$ cat config.mk
export PLATFORM = sky130hd
export DESIGN_NAME = trace_unit
export DESIGN_NICKNAME = d
export VERILOG_FILES = /design/src/hdl/trace_pkg.sv /design/src/hdl/trace_unit.sv /design/src/hdl/trace_port.sv /design/src/hdl/trace_fifo.sv /design/src/hdl/trace_recorder.sv
export SDC_FILE = /design/constraint.sdc
export NUM_CORES = 1
export LEC_CHECK = 0
export CORE_ASPECT_RATIO = 0.9
export CORE_MARGIN = 2
export CORE_UTILIZATION = 61
export DETAILED_ROUTE_END_ITERATION = 7
export DONT_BUFFER_PORTS = 1
export PLACE_DENSITY = 0.77
export SLEW_MARGIN = 0
export SYNTH_ARGS = -nofsm -noshare
export SYNTH_HDL_FRONTEND = slang
export SYNTH_SLANG_ARGS = --single-unit
$ cat constraint.sdc
create_clock -name clk_g -period 7.4 [get_ports clk_g]
set_input_delay 1.11 -clock clk_g [delete_from_list [all_inputs] [get_ports clk_g]]
set_output_delay 1.11 -clock clk_g [all_outputs]
set_load 0.005 [all_outputs]
$ cat src/hdl/trace_pkg.sv
// Instruction trace unit shared definitions
// Record layout constants, record kinds and the structs that carry
// retired instructions, debug setup and decoded trace records
`default_nettype none

package trace_pkg;

	// ========================================================================
	// Record format
	// ========================================================================
	localparam int addr_w           = 64;  // Instruction address width
	localparam int n_match          = 4;   // Debug comparator slots
	localparam int hist_base        = 8;   // First branch bit in a history record
	localparam int hist_max         = 54;  // Branch bits that fill a record
	localparam int flushes_per_addr = 4;   // Full flushes per forced address record
	localparam int cnt_w            = 6;   // Width of the history count field

	localparam logic [1:0] kind_addr = 2'd0;
	localparam logic [1:0] kind_hist = 2'd1;

	// Raw 64 bit record as held in the trace buffer
	typedef logic [63:0] trace_word_t;

	// ========================================================================
	// Structs
	// ========================================================================

	// One retired instruction
	typedef struct packed {
		logic              valid;
		logic [addr_w-1:0] ip;
		logic              branch;   // Conditional branch
		logic              taken;    // Branch outcome
		logic              jump;     // Unconditional flow change
	} commit_t;

	// Debug comparators and trace mode
	typedef struct packed {
		logic [n_match-1:0][addr_w-1:0] match_addr;
		logic [n_match-1:0]             slot_en;
		logic                           compress;   // Branch history mode
	} dbg_cfg_t;

	// Decoded record shown at the readout port
	typedef struct packed {
		logic             valid;
		logic [1:0]       kind;
		logic [cnt_w-1:0] count;   // Branch bits held, zero for addresses
		trace_word_t      word;
	} trace_rec_t;

endpackage

`default_nettype wire
$ cat src/hdl/trace_unit.sv
// Instruction trace unit
// Recorder builds trace records from retired instructions, the FIFO
// buffers them, and the readout port hands them out one at a time
`timescale 1ns/1ns
`default_nettype none

module trace_unit #(
	parameter int fifo_depth_log2 = 4   // Buffer holds 2**n records
) (
	input  wire                   clk_g,
	input  wire                   rst_i,
	input  trace_pkg::commit_t    commit_i,
	input  trace_pkg::dbg_cfg_t   dbg_i,
	input  wire                   rd_i,
	output trace_pkg::trace_rec_t rec_o,
	output logic                  tracing_o
);

	logic                   wr;
	trace_pkg::trace_word_t word;
	logic                   full;
	logic                   empty;
	logic                   pop;
	trace_pkg::trace_word_t head;

	trace_recorder i_recorder (
		.clk_g     (clk_g),
		.rst_i     (rst_i),
		.commit_i  (commit_i),
		.dbg_i     (dbg_i),
		.full_i    (full),
		.wr_o      (wr),
		.word_o    (word),
		.tracing_o (tracing_o)
	);

	trace_fifo #(
		.fifo_depth_log2 (fifo_depth_log2)
	) i_fifo (
		.clk_g   (clk_g),
		.rst_i   (rst_i),
		.wr_i    (wr),
		.din_i   (word),
		.rd_i    (pop),
		.dout_o  (head),
		.full_o  (full),
		.empty_o (empty)
	);

	trace_port i_port (
		.clk_g   (clk_g),
		.rst_i   (rst_i),
		.empty_i (empty),
		.head_i  (head),
		.pop_o   (pop),
		.rd_i    (rd_i),
		.rec_o   (rec_o)
	);

endmodule

`default_nettype wire

$ cat src/hdl/trace_port.sv
// Trace readout port
// Holds one record taken from the trace buffer, decodes its kind and
// branch count, and keeps it on the output until the reader strobes it.
// Refills in the same cycle when more records wait.
`timescale 1ns/1ns
`default_nettype none

module trace_port (
	input  wire                    clk_g,
	input  wire                    rst_i,
	input  wire                    empty_i,
	input  trace_pkg::trace_word_t head_i,
	output logic                   pop_o,
	input  wire                    rd_i,
	output trace_pkg::trace_rec_t  rec_o
);

	trace_pkg::trace_rec_t rec_q;
	logic                  take;

	// Load when the holding register is free or being read this cycle
	assign take  = !empty_i && (!rec_q.valid || rd_i);
	assign pop_o = take;

	always_ff @(posedge clk_g) begin
		if (rst_i) begin
			rec_q.valid <= 1'b0;
		end else if (take) begin
			rec_q.valid <= 1'b1;
		end else if (rd_i) begin
			rec_q.valid <= 1'b0;
		end
	end

	// ========================================================================
	// Record decode
	// ========================================================================
	always_ff @(posedge clk_g) begin
		if (take) begin
			rec_q.word <= head_i;
			rec_q.kind <= head_i[1:0];
			if (head_i[1:0] == trace_pkg::kind_hist)
				rec_q.count <= head_i[trace_pkg::hist_base-1:2];
			else
				rec_q.count <= '0;   // Address records carry no bits
		end
	end

	assign rec_o = rec_q;

	// Shown record holds still until the reader takes it
	a_rec_stable: assert property (
		@(posedge clk_g) disable iff (rst_i)
		rec_q.valid && !rd_i |=> rec_q.valid && $stable(rec_q.word)
	);

endmodule

`default_nettype wire

$ cat src/hdl/trace_fifo.sv
// Trace buffer
// Synchronous FIFO of 64 bit trace records. The head word is shown
// whenever the buffer holds data and a read strobe pops it. Writes
// that arrive while full are dropped.
`timescale 1ns/1ns
`default_nettype none

module trace_fifo #(
	parameter int fifo_depth_log2 = 4
) (
	input  wire                    clk_g,
	input  wire                    rst_i,
	input  wire                    wr_i,
	input  trace_pkg::trace_word_t din_i,
	input  wire                    rd_i,
	output trace_pkg::trace_word_t dout_o,
	output logic                   full_o,
	output logic                   empty_o
);

	localparam int aw    = fifo_depth_log2;
	localparam int depth = 2 ** fifo_depth_log2;

	trace_pkg::trace_word_t mem_q [0:depth-1];
	logic [aw:0] wr_ptr_q;   // Extra bit tells full from empty
	logic [aw:0] rd_ptr_q;
	logic        wr_ok;
	logic        rd_ok;

	// ========================================================================
	// Status
	// ========================================================================
	assign empty_o = (wr_ptr_q == rd_ptr_q);
	assign full_o  = (wr_ptr_q[aw] != rd_ptr_q[aw]) &&
	                 (wr_ptr_q[aw-1:0] == rd_ptr_q[aw-1:0]);

	assign wr_ok = wr_i && !full_o;
	assign rd_ok = rd_i && !empty_o;

	// ========================================================================
	// Pointers and storage
	// ========================================================================
	always_ff @(posedge clk_g) begin
		if (rst_i) begin
			wr_ptr_q <= '0;
			rd_ptr_q <= '0;
		end else begin
			if (wr_ok)
				wr_ptr_q <= wr_ptr_q + 1'b1;
			if (rd_ok)
				rd_ptr_q <= rd_ptr_q + 1'b1;
		end
	end

	always_ff @(posedge clk_g) begin
		if (wr_ok)
			mem_q[wr_ptr_q[aw-1:0]] <= din_i;
	end

	assign dout_o = mem_q[rd_ptr_q[aw-1:0]];   // Head word

	// The readout side never pops an empty buffer
	a_no_read_empty: assert property (
		@(posedge clk_g) disable iff (rst_i)
		rd_i |-> !empty_o
	);

endmodule

`default_nettype wire

$ cat src/hdl/trace_recorder.sv
// Trace recorder
// Watches the debug comparators to switch tracing on, stops it when the
// trace buffer fills, and turns retired instructions into address records
// or packed branch history records. One record at most per commit, written
// to the buffer one cycle after the commit.
`timescale 1ns/1ns
`default_nettype none

module trace_recorder (
	input  wire                   clk_g,
	input  wire                   rst_i,
	input  trace_pkg::commit_t    commit_i,
	input  trace_pkg::dbg_cfg_t   dbg_i,
	input  wire                   full_i,
	output logic                  wr_o,
	output trace_pkg::trace_word_t word_o,
	output logic                  tracing_o
);

	localparam int fc_w = $clog2(trace_pkg::flushes_per_addr);
	localparam logic [fc_w-1:0] flush_last = fc_w'(trace_pkg::flushes_per_addr - 1);
	localparam logic [trace_pkg::cnt_w-1:0] cnt_full = trace_pkg::cnt_w'(trace_pkg::hist_max);
	localparam logic [trace_pkg::cnt_w-1:0] cnt_last = trace_pkg::cnt_w'(trace_pkg::hist_max - 1);

	logic [trace_pkg::n_match-1:0]  slot_hit;
	logic                           trace_on;
	logic                           rec_en;
	logic                           tron_q;      // Trace flag
	logic                           pend_q;      // Address record owed
	logic [trace_pkg::cnt_w-1:0]    count_q;
	logic [fc_w-1:0]                flush_q;
	logic [trace_pkg::hist_max-1:0] hist_q;
	logic [trace_pkg::hist_max-1:0] hist_app;    // History with this commit's bit
	logic                           wr_q;
	trace_pkg::trace_word_t         word_q;

	// Packs branch bits and their count into a history record
	function automatic trace_pkg::trace_word_t hist_word(
		input logic [trace_pkg::hist_max-1:0] bits,
		input logic [trace_pkg::cnt_w-1:0]    cnt
	);
		trace_pkg::trace_word_t w;
		w = '0;
		w[trace_pkg::hist_base +: trace_pkg::hist_max] = bits;
		w[trace_pkg::hist_base-1:2] = cnt;
		w[1:0] = trace_pkg::kind_hist;
		return w;
	endfunction

	// ========================================================================
	// Debug address match
	// ========================================================================
	always_comb begin
		for (int i = 0; i < trace_pkg::n_match; i++) begin
			slot_hit[i] = dbg_i.slot_en[i] && (dbg_i.match_addr[i] == commit_i.ip);
		end
	end

	assign trace_on = commit_i.valid && |slot_hit;
	assign rec_en   = tron_q && commit_i.valid;   // Flag must already be up

	always_comb begin
		hist_app = hist_q;
		hist_app[count_q] = commit_i.taken;
	end

	// ========================================================================
	// Control state
	// ========================================================================
	always_ff @(posedge clk_g) begin
		if (rst_i) begin
			tron_q  <= 1'b0;
			pend_q  <= 1'b0;
			count_q <= '0;
			flush_q <= '0;
			hist_q  <= '0;
			wr_q    <= 1'b0;
		end else begin
			wr_q <= 1'b0;
			if (full_i) begin
				tron_q <= 1'b0;   // Buffer full stops tracing
			end else if (trace_on) begin
				tron_q <= 1'b1;
				if (!tron_q)
					pend_q <= 1'b1;
			end
			if (rec_en) begin
				if (!dbg_i.compress || pend_q) begin
					wr_q   <= 1'b1;   // Address record
					pend_q <= 1'b0;
				end else if (commit_i.branch) begin
					if (count_q == cnt_last) begin
						// Last bit goes in first, then the word flushes
						wr_q    <= 1'b1;
						count_q <= '0;
						hist_q  <= '0;
						if (flush_q == flush_last) begin
							pend_q  <= 1'b1;
							flush_q <= '0;
						end else begin
							flush_q <= flush_q + 1'b1;
						end
					end else begin
						hist_q  <= hist_app;
						count_q <= count_q + 1'b1;
					end
				end else if (commit_i.jump) begin
					wr_q    <= 1'b1;   // Partial history, count may be zero
					count_q <= '0;
					hist_q  <= '0;
					pend_q  <= 1'b1;
					flush_q <= '0;
				end
			end
		end
	end

	// Record payload, only meaningful with wr_q
	always_ff @(posedge clk_g) begin
		if (rec_en) begin
			if (!dbg_i.compress || pend_q)
				word_q <= {commit_i.ip[trace_pkg::addr_w-1:2], trace_pkg::kind_addr};
			else if (commit_i.branch)
				word_q <= hist_word(hist_app, cnt_full);
			else
				word_q <= hist_word(hist_q, count_q);
		end
	end

	assign wr_o      = wr_q;
	assign word_o    = word_q;
	assign tracing_o = tron_q;

	// History count stays within one record
	a_count_range: assert property (
		@(posedge clk_g) disable iff (rst_i)
		count_q <= cnt_full
	);

endmodule

`default_nettype wire

## Word-level counts from Yosys, hierarchy flattened

Memories as Yosys holds them, arrays and structs flattened. A register that Yosys moved wholly into a read port is not among the register bits.
Cells that the tools add are included.

| storage, ports and cells | value |
|---|---|
| input bits | 332 |
| memory bits (read-only) | 0 |
| bits in writable memories | 1024 |
| output and inout bits | 74 |
| memories kept | 1 |
| bits in latches | 0 |
| logic and storage cells | 92 |
| bits in registers | 212 |

Memories:

| memory | depth | width | read ports | clocked after Yosys merged registers in | write ports | line | RTL |
|---|---|---|---|---|---|---|---|
| i_fifo.mem_q | 16 | 64 | 1 | 1 | 1 | trace_fifo.sv:24 | `trace_pkg::trace_word_t mem_q [0:depth-1];` |

| cells by class | value |
|---|---|
| order comparisons | 2 |
| shifts and indexed selects | 0 |
| reductions and logical operators | 24 |
| multiply operators | 0 |
| add/subtract/negate cells | 4 |
| eq/ne operators | 11 |
| divide/modulo/power cells | 0 |
| bitwise logic cells | 2 |
| multiplexer cells | 34 |

Operators with widths:

| cell | number |
|---|---|
| 64-bit equality test | 4 |
| 54-bit 2-to-1 mux | 3 |
| 64-bit 2-to-1 mux | 1 |
| 62-bit 2-to-1 mux | 1 |
| 54-bit bitwise mux | 1 |
| 1-bit 2-to-1 mux | 18 |
| 6-bit 2-to-1 mux | 3 |
| 1-bit logical AND | 11 |
| 5-bit by 1-bit adder with 5-bit output (second input constant) | 2 |
| 2-bit 2-to-1 mux | 4 |
| 4-bit 2-to-1 mux | 2 |
| 6-bit by 7-bit < comparator with 1-bit output (second input constant) | 1 |
| 6-bit by 1-bit adder with 6-bit output (second input constant) | 1 |
| 1-bit demux with 6-bit select | 1 |
| 6-bit equality test (second input constant) | 1 |
| 6-bit by 1-bit >= comparator with 1-bit output (second input constant) | 1 |
| 5-bit equality test | 1 |
| 4-bit equality test | 1 |
| 1-bit zero test | 4 |
| 4-bit AND reduction | 1 |
| 2-bit nonzero test | 2 |
| 2-bit OR reduction | 2 |
| 4-bit OR reduction | 1 |
| 3-bit AND reduction | 1 |
| 7 further kinds | 9 |

## Logic depth before layout (Yosys ltp)

Gate-level depths: netlist of the first run.

| logic depth | value |
|---|---|
| word-level depth | 11 |
| depth in mapped cells | 10 |
| gate-level depth less buffers | 8 |

## Modules after synthesis

From an unflattened synthesis of the first run, not the netlist that was laid out.

| second synthesis, totals | value |
|---|---|
| cells, all modules | 2798 |
| area, all modules | 51272.9 um^2 |

By module, submodules not included:

| module | cells an instance | times used | area each (um^2) | seq. area each (um^2) |
|---|---|---|---|---|
| trace_fifo | 1517 | 1 | 39310.2 | 31029.8 |
| trace_recorder | 1198 | 1 | 9749.4 | 3193.1 |
| trace_port | 83 | 1 | 2213.4 | 2122.0 |

## Worst setup path after synthesis of the first run

OpenSTA, ideal clock, no wires.

| path | value |
|---|---|
| path type | flip-flop to flip-flop |
| start point | register i_fifo.wr_ptr_q[2] |
| end point | memory i_fifo.mem_q[0][0] (netlist bit), enable pin |
| data arrival time | 5.511 ns |
| setup slack | 1.327 ns |
| buffers on the path | 1 |
| data required time | 6.838 ns |
| library setup time | 0.562 ns |
| stages on the path, launching flop included | 7 |
| period minus slack after synthesis | 6.073 ns |
| cells stage by stage | dfxtp_1 buf_4 xnor2_1 and4_1 a21boi_2 nand2_1 nor3_1 |

| between the ends | value |
|---|---|
| longest elaborated chain between the ends | 6 |

Ends and longest elaborated chain:

| element | line | RTL |
|---|---|---|
| start: declaration | trace_fifo.sv:25 | `logic [aw:0] wr_ptr_q;` |
| start signal: assignment | trace_fifo.sv:49 | `wr_ptr_q <= wr_ptr_q + 1'b1;` |
| 4-bit equality test | trace_fifo.sv:35 | `(wr_ptr_q[aw-1:0] == rd_ptr_q[aw-1:0]);` |
| 1-bit logical AND | trace_fifo.sv:34 | `assign full_o = (wr_ptr_q[aw] != rd_ptr_q[aw]) &&` |
| 1-bit zero test | trace_fifo.sv:37 | `assign wr_ok = wr_i && !full_o;` |
| 1-bit logical AND | trace_fifo.sv:37 |  |
| 1-bit 2-to-1 mux | trace_fifo.sv:56 | `if (wr_ok)` |
| 1-bit 2-to-1 mux (not written as such) | trace_fifo.sv:57 | `mem_q[wr_ptr_q[aw-1:0]] <= din_i;` |
| end: declaration | trace_fifo.sv:24 |  |

Parallel ways exist; a longest one is shown, timed or not.

## Final worst setup path of the first run

| path | value |
|---|---|
| start point | register i_fifo.wr_ptr_q[2] |
| end point | memory i_fifo.mem_q[4][54] (netlist bit), enable pin |

The elaborated chain is that of the path after synthesis.

==> results.cfg, run 1 <==
[run_status]
outcome = finished, violations left
violations = capacitance limit, slew limit

[power_and_ir_drop]
p_seq_frac = 0.541
netSwitchingPower_mw = 2.93
power_frac_clock = 0.422
vdd_drop_max_mv = 0.219
total_power_mw = 14.1
intPower_mw = 11.2
swShare = 0.208
power.density_nw_per_um2 = 257
comb_power_share = 0.037
p_leak_nw = 17.4

[yosys]
ys_async_sr_fraction = 0
syn-mean-instance-area_sq_um = 18.1
synth-compound-area-share = 0.0250
synth_mux_area_frac = 0.153
synth_top_family_by_area = multiplexers
synth-main-ff-cell = edfxtp_1
yosys_warnings = 0
synthDistinctLibCells = 58
synthAdderAreaFrac = 0.00199
ys_seq_area_frac = 0.714
synthCells = 2771
synth_xor_area_frac = 0.0410
synth_area_sq_um = 50200
synth_edf_count = 1140
ys_ff_latch = 1220
synthSimpleGateAreaFrac = 0.0443

[drt]
vias = 27217
ant_nets = 0
routed_wl_um = 149000
drc_errors = 0
routedWlPerCell_um = 38.2
drtPass1Iterations = 6
vias_per_cell = 6.98
drt_iter0_drc = 3903

[cts]
post_cts_buffers = 0
clk_latency_ns = 0.72
cts.repair.resized = 0
cts_tree = yes
cts_buffer_depth = 3
cts-root-buf = clkbuf_16
numCtsBuffers = 114
clock_sinks = 1220
cts.reportedPaths.clkPinSlew_ns = 0.06
htree_levels = 3
hold_buffers = 0

[final_layout]
layout-drive-gt1-share = 0.198
multi_input_area_sq_um = 13500
nFillCells = 4936
register_area_sq_um = 35800
area_growth_pct = 9.36
fin_nets = 3067

[placed_design]
gp_congestion = 1.06
port_buffers = 0
dp_hpwl_um = 89000
post-place-ws_ns = 3.76

[run]
drv_cap = 2

[sta]
period_needed_ns = 3.85
holdWs_ns = 0.470
rsz0062_at_grt = false
worst_slack_ns = 3.55
setup_viol = 0
hold_viol_final = 0
fin_tns_setup_ns = 0
fin_skew_ns = 0.0440
fmax_mhz = 260
slew_headroom = -0.123
final_max_slew_viol_count = 4
finalCritPeriodShare = 0.520
worst_slew_pin_slew_ns = 1.66

[worst_setup_path]
crit_path_end_kind = flip-flop
worstReg2RegStart = i_fifo.wr_ptr_q[2]$_SDFFE_PP0P_
crit_type = flip-flop to flip-flop
path_buf_inv = 1
start_kind = flip-flop
required_ns = 7.71
crit_family = simple AND/OR/NAND/NOR gates
critPathSlowestCell = nor2_4
startpoint = i_fifo.wr_ptr_q[2]$_SDFFE_PP0P_
path_cells = xnor2_1 -> and4_1 -> a21boi_2 -> nand2_1 -> nor2_4 -> buf_4
r2r_slack_ns = 3.55
arrival_ns = 4.16
path_max_fanout = 39
crit_path_max_incr_delay_ns = 0.86

[global_routing]
grt_pass1_vias = 27357
grt_pass1_wl_um = 210000
gr-total-overflow = 0
antenna_found_initial = 11
grt_use_total = 0.357
grt_max_degree = 145

[die]
fp.dieH_um = 276
initial_core_util = 0.618
core_area_sq_um = 81300
dieWidth_um = 306
dieArea_sq_um = 84600
rows = 99
ios = 406

[worst_hold_path]
min_from = i_recorder.flush_q[1]$_SDFFE_PP0P_
worstHoldPathType = flip-flop to flip-flop
==> flip-flops by register name, summed over array words and instances, names as in the netlist, 2 cells and up, named ones only <==
signal              flops
i_port.rec_o           70
i_fifo.wr_ptr_q         5
i_recorder.hist_q      54
i_recorder.word_o      63
i_recorder.flush_q      2
i_fifo.mem_q         1008
i_fifo.rd_ptr_q         5
i_recorder.count_q      6
==> worst register-to-register path: stages (launching register included) <==
cell and delay, ns:
dfxtp_1 0.61, xnor2_1 0.17, and4_1 0.26, a21boi_2 0.37, nand2_1 0.36, nor2_4 0.86, buf_4 0.75
==> cell usage after synthesis, types with 3 or more instances <==
master / instances / area [sq um]
a21oi_1: 92 / 460
a221oi_1: 6 / 52.6
a22o_1: 4 / 35.0
a22oi_1: 6 / 45.0
a31oi_1: 3 / 18.8
and2_1: 10 / 62.6
buf_1: 18 / 67.6
buf_2: 17 / 85.1
buf_4: 21 / 158
buf_6: 12 / 135
clkbuf_1: 130 / 488
dfxtp_1: 80 / 1600
edfxtp_1: 1140 / 34200
ha_1: 8 / 100
inv_1: 32 / 120
inv_2: 4 / 15.0
mux2_2: 3 / 33.8
mux2i_1: 54 / 541
mux4_2: 315 / 7090
nand2_1: 127 / 477
nand2b_1: 8 / 50.1
nand3_1: 8 / 40.0
nand3b_1: 6 / 45.0
nand4_1: 44 / 275
nor2_1: 150 / 563
nor2b_1: 6 / 37.5
nor3_1: 64 / 320
nor4_1: 33 / 206
o21ai_0: 69 / 345
o21ai_1: 21 / 105
o221ai_1: 3 / 26.3
o22ai_1: 9 / 56.3
xnor2_1: 137 / 1200
xor2_1: 98 / 858
==> per-stage QoR <==
stage / utilization / cell area [sq um] / std cells
floorplan: - / 50200 / 2772
global placement: 0.629 / 51100 / 3671
detailed placement: 0.629 / 51100 / 3671
CTS: 0.676 / 54900 / 3888
global route: 0.676 / 54900 / 3896
finish: 0.676 / 54900 / 3898
==> path summary, 6_finish.rpt <==
kind	end	cells past startpoint
worst min-delay path	i_recorder.flush_q[1]$_SDFFE_PP0P_	2
worst max register to register	i_fifo.mem_q[4][54]$_DFFE_PP_	6
worst max-delay path	i_fifo.mem_q[4][54]$_DFFE_PP_	6
worst min register to register	i_recorder.flush_q[1]$_SDFFE_PP0P_	2
==> placed cells by master, fill, tap and decap left out, drive strengths merged, types with 3 or more instances in the layout <==
cell,instances
nand4,44
inv,37
nor4,33
nand3b,6
nor3b,4
clkinvlp,3
edfxtp,1140
clkinv,54
a22o,4
a31oi,3
mux2i,54
diode,10
mux4,315
buf,38
nand3,8
o22ai,9
a221oi,6
nor2,151
ha,8
nand2b,8
o221ai,3
nor3,65
xor2,98
mux2,3
dfxtp,80
nand2,128
o21ai,90
and2,10
xnor2,137
clkbuf,147
a22oi,6
nor2b,6
a21oi,92
bufinv,13
==> logic make-up (layout without fill, tap and decap cells) <==
family / count (synthesis) / count (layout)
fa+ha+maj: 8 / 8
buf+inv: 236 / 292
mux: 372 / 372
other cells: 1 / 12
flops: 1220 / 1220
compound gates: 226 / 226
simple gates: 473 / 473
xor+xnor: 235 / 235
==> layout make-up <==
| class | instances | area share |
|---|---|---|
| Multi-Input combinational cell | 1316 | 0.245 |
| Sequential cell | 1220 | 0.653 |
| Tap cell | 1060 | 0.0241 |
| Timing Repair Buffer | 38 | 0.00565 |
| Clock buffer | 147 | 0.0557 |
| Inverter | 37 | 0.00253 |
| Clock inverter | 70 | 0.0136 |
| Antenna cell | 10 | 0.000456 |
==> power groups by stage <==
stage | Clock [mW] | Combinational [mW] | Sequential [mW]
2_1_floorplan | 0 | 0.420 | 7.75
6_report | 5.96 | 0.517 | 7.63
4_1_cts | 6.00 | 0.511 | 7.63
5_1_grt | 6.23 | 0.542 | 7.64
3_5_place_dp | 0 | 0.502 | 7.78
3_3_place_gp | 0 | 0.499 | 7.78
==> metal layers <==
layer / GRT usage / wire length, um / share of wire / vias to the layer above
li1: - / - / - / 10827
met1: 0.458 / 49900 / 0.34 / 13964
met2: 0.580 / 73900 / 0.50 / 2068
met3: 0.0657 / 15500 / 0.10 / 354
met4: 0.204 / 9670 / 0.065 / 4
met5: 0 / 24 / 0.00016 / -
No activity file was read; power rests on OpenSTA's default activity.
==> run 2, diff against run 1 <==
==> constraint.sdc (replaced) <==
create_clock -name clk_g -period 3.7 [get_ports clk_g]
set_input_delay 0.555 -clock clk_g [delete_from_list [all_inputs] [get_ports clk_g]]
set_output_delay 0.555 -clock clk_g [all_outputs]
set_load 0.005 [all_outputs]
==> run 2 against run 1 <==
Compared with the run above: the run still ends with capacitance limit, slew limit left; clock skew is 0.011 ns lower; die area stayed put; via count fell by 0.11%; combinational power increased by 110%; hold slack lost 0.44 ns; fmax is 20% higher; critical path depth unchanged; non-clock buffer count is 33 higher; clock power increased by 95%; sequential share of layout area shrank 0.60 points; largest power group unchanged; highest routed layer is now met4.
==> results.cfg, run 2 (synthesized netlist as in run 1, its figures left out) <==
[run_status]
outcome = finished, violations left
violations = capacitance limit, slew limit

[global_routing]
grt_use_total = 0.356
antenna_found_initial = 10
grt_pass1_vias = 27905
grt_pass1_wl_um = 210000
grt_max_degree = 82
gr-total-overflow = 0

[die]
fp.dieH_um = 276
initial_core_util = 0.618
dieArea_sq_um = 84600
ios = 406
rows = 99
dieWidth_um = 306
core_area_sq_um = 81300

[power_and_ir_drop]
total_power_mw = 28.0
power.density_nw_per_um2 = 505
vdd_drop_max_mv = 0.421
p_leak_nw = 16.9

[drt]
wl_met3_um = 14500
highest_layer = met4
drc_errors = 0
routed_wl_um = 148000
vias_per_cell = 6.94
drtPass1Iterations = 6
vias = 27186
drt-met1-wl_um = 48900
ant_nets = 0
routedWlPerCell_um = 37.8
drt_iter0_drc = 3703
dr_wl_met2_um = 74700

[worst_setup_path]
path_max_fanout = 21
crit_path_max_incr_delay_ns = 0.75
worstReg2RegStart = i_fifo.wr_ptr_q[2]$_SDFFE_PP0P_
path_buf_inv = 1
startpoint = i_fifo.wr_ptr_q[2]$_SDFFE_PP0P_
critPathSlowestCell = nor3_4
cp-endpoint = i_fifo.mem_q[3][12]$_DFFE_PP_
crit_path_end_kind = flip-flop
crit_cells = 6
r2r_cells = 6
timing.rr.end = i_fifo.mem_q[3][12]$_DFFE_PP_
crit_type = flip-flop to flip-flop
r2r_slack_ns = 0.49
required_ns = 4.08
start_kind = flip-flop
path_cells = xnor2_1 -> and4_1 -> a21boi_2 -> nand2_2 -> nor3_4 -> buf_12
crit_family = simple AND/OR/NAND/NOR gates
arrival_ns = 3.59

[cts]
clk_latency_ns = 0.71
cts-root-buf = clkbuf_16
numCtsBuffers = 115
cts_tree = yes
post_cts_buffers = 0
cts.reportedPaths.clkPinSlew_ns = 0.06
htree_levels = 3
cts_buffer_depth = 3
clock_sinks = 1220

[sta]
finalCritPeriodShare = 0.867
fin_tns_setup_ns = 0
hold_viol_final = 0
fin_skew_ns = 0.0333
slew_headroom = -0.0696
period_needed_ns = 3.21
final_max_slew_viol_count = 2
worst_slew_pin_slew_ns = 1.59
fmax_mhz = 312
setup_viol = 0
rsz0062_at_grt = false
holdWs_ns = 0.0283

[final_layout]
fin_nets = 3101
nFillCells = 4911
area_growth_pct = 10.4
final_common_cell = edfxtp_1
layout_common_cells = edfxtp_1 (1140), mux4_2 (315), nor2_1 (139)
layout-drive-gt1-share = 0.202
largest_reg_flops = 1008

[run]
drv_cap = 1

[placed_design]
port_buffers = 0
gp_congestion = 0.977
dp_hpwl_um = 88300

[worst_hold_path]
worstHoldPathType = input pin to flip-flop
## run 2: cell count changes in the layout (fill, tap and decap cells not counted), moves of 2 or more
cell	before	now
buf_12	2	35
bufinv_16	13	10
clkbuf_1	26	30
clkbuf_16	115	117
clkbuf_8	6	3
clkinv_16	2	0
clkinv_2	26	11
clkinv_8	3	0
clkinvlp_2	0	2
inv_6	1	6
nor3_2	5	1
nor3_4	0	4
## run 2: per-stage QoR
stage	util	cells	area (sq um)	setup WS, ns
after CTS	0.682	3908	55400	0.540
after floorplan	-	2772	50200	-0.680
after global placement	0.637	3703	51800	0.665
after global routing	0.682	3916	55400	0.375
final	0.682	3917	55400	0.492
after detailed placement	0.637	3703	51800	0.550
## run 2: per-layer routing
layer,global-route usage,vias up
met5,0,-
met4,0.209,0
met3,0.0757,370
met2,0.593,1917
met1,0.433,13999
li1,-,10900
## run 2: power breakdown
part / leakage (nW) / internal [mW] / switching, mW
Sequential: 10.9 / 15.1 / 0.147
Clock: 1.76 / 6.54 / 5.09
Combinational: 4.24 / 0.519 / 0.571
Total: 16.9 / 22.2 / 5.81
## run 2: how the worst min path moves through the flow
stage / start / end / slack [ns] / depth (start not counted)
2_1_floorplan: i_recorder.flush_q[1]$_SDFFE_PP0P_ / i_recorder.flush_q[1]$_SDFFE_PP0P_ / 0.44 / 2
6_report: commit_i[7] / i_recorder.word_o[4]$_DFFE_PP_ / 0.03 / 2
3_3_place_gp: i_recorder.flush_q[1]$_SDFFE_PP0P_ / i_recorder.flush_q[1]$_SDFFE_PP0P_ / 0.44 / 2
5_1_grt: commit_i[7] / i_recorder.word_o[4]$_DFFE_PP_ / 0.04 / 2
3_5_place_dp: i_recorder.flush_q[1]$_SDFFE_PP0P_ / i_recorder.flush_q[1]$_SDFFE_PP0P_ / 0.46 / 2
4_1_cts: commit_i[7] / i_recorder.word_o[4]$_DFFE_PP_ / 0.005 / 2
## run 2: cell type report
class                   count  area, sq um  share of cell area
multi-input cells        1316        13500               0.243
flip-flops and latches   1220        35800               0.647
inverters                  37          139             0.00251
repair buffers             71          991              0.0179
clock buffers             150         3080              0.0556
diodes                      9         22.5            0.000406
clock inverters            54          541             0.00975
well taps                1060         1330              0.0239
## run 2: timing repair
action | in CTS | in global routing
endpoints found under the hold margin | 78 | 0
resized for setup | 0 | 0
hold buffers | 1 | 0
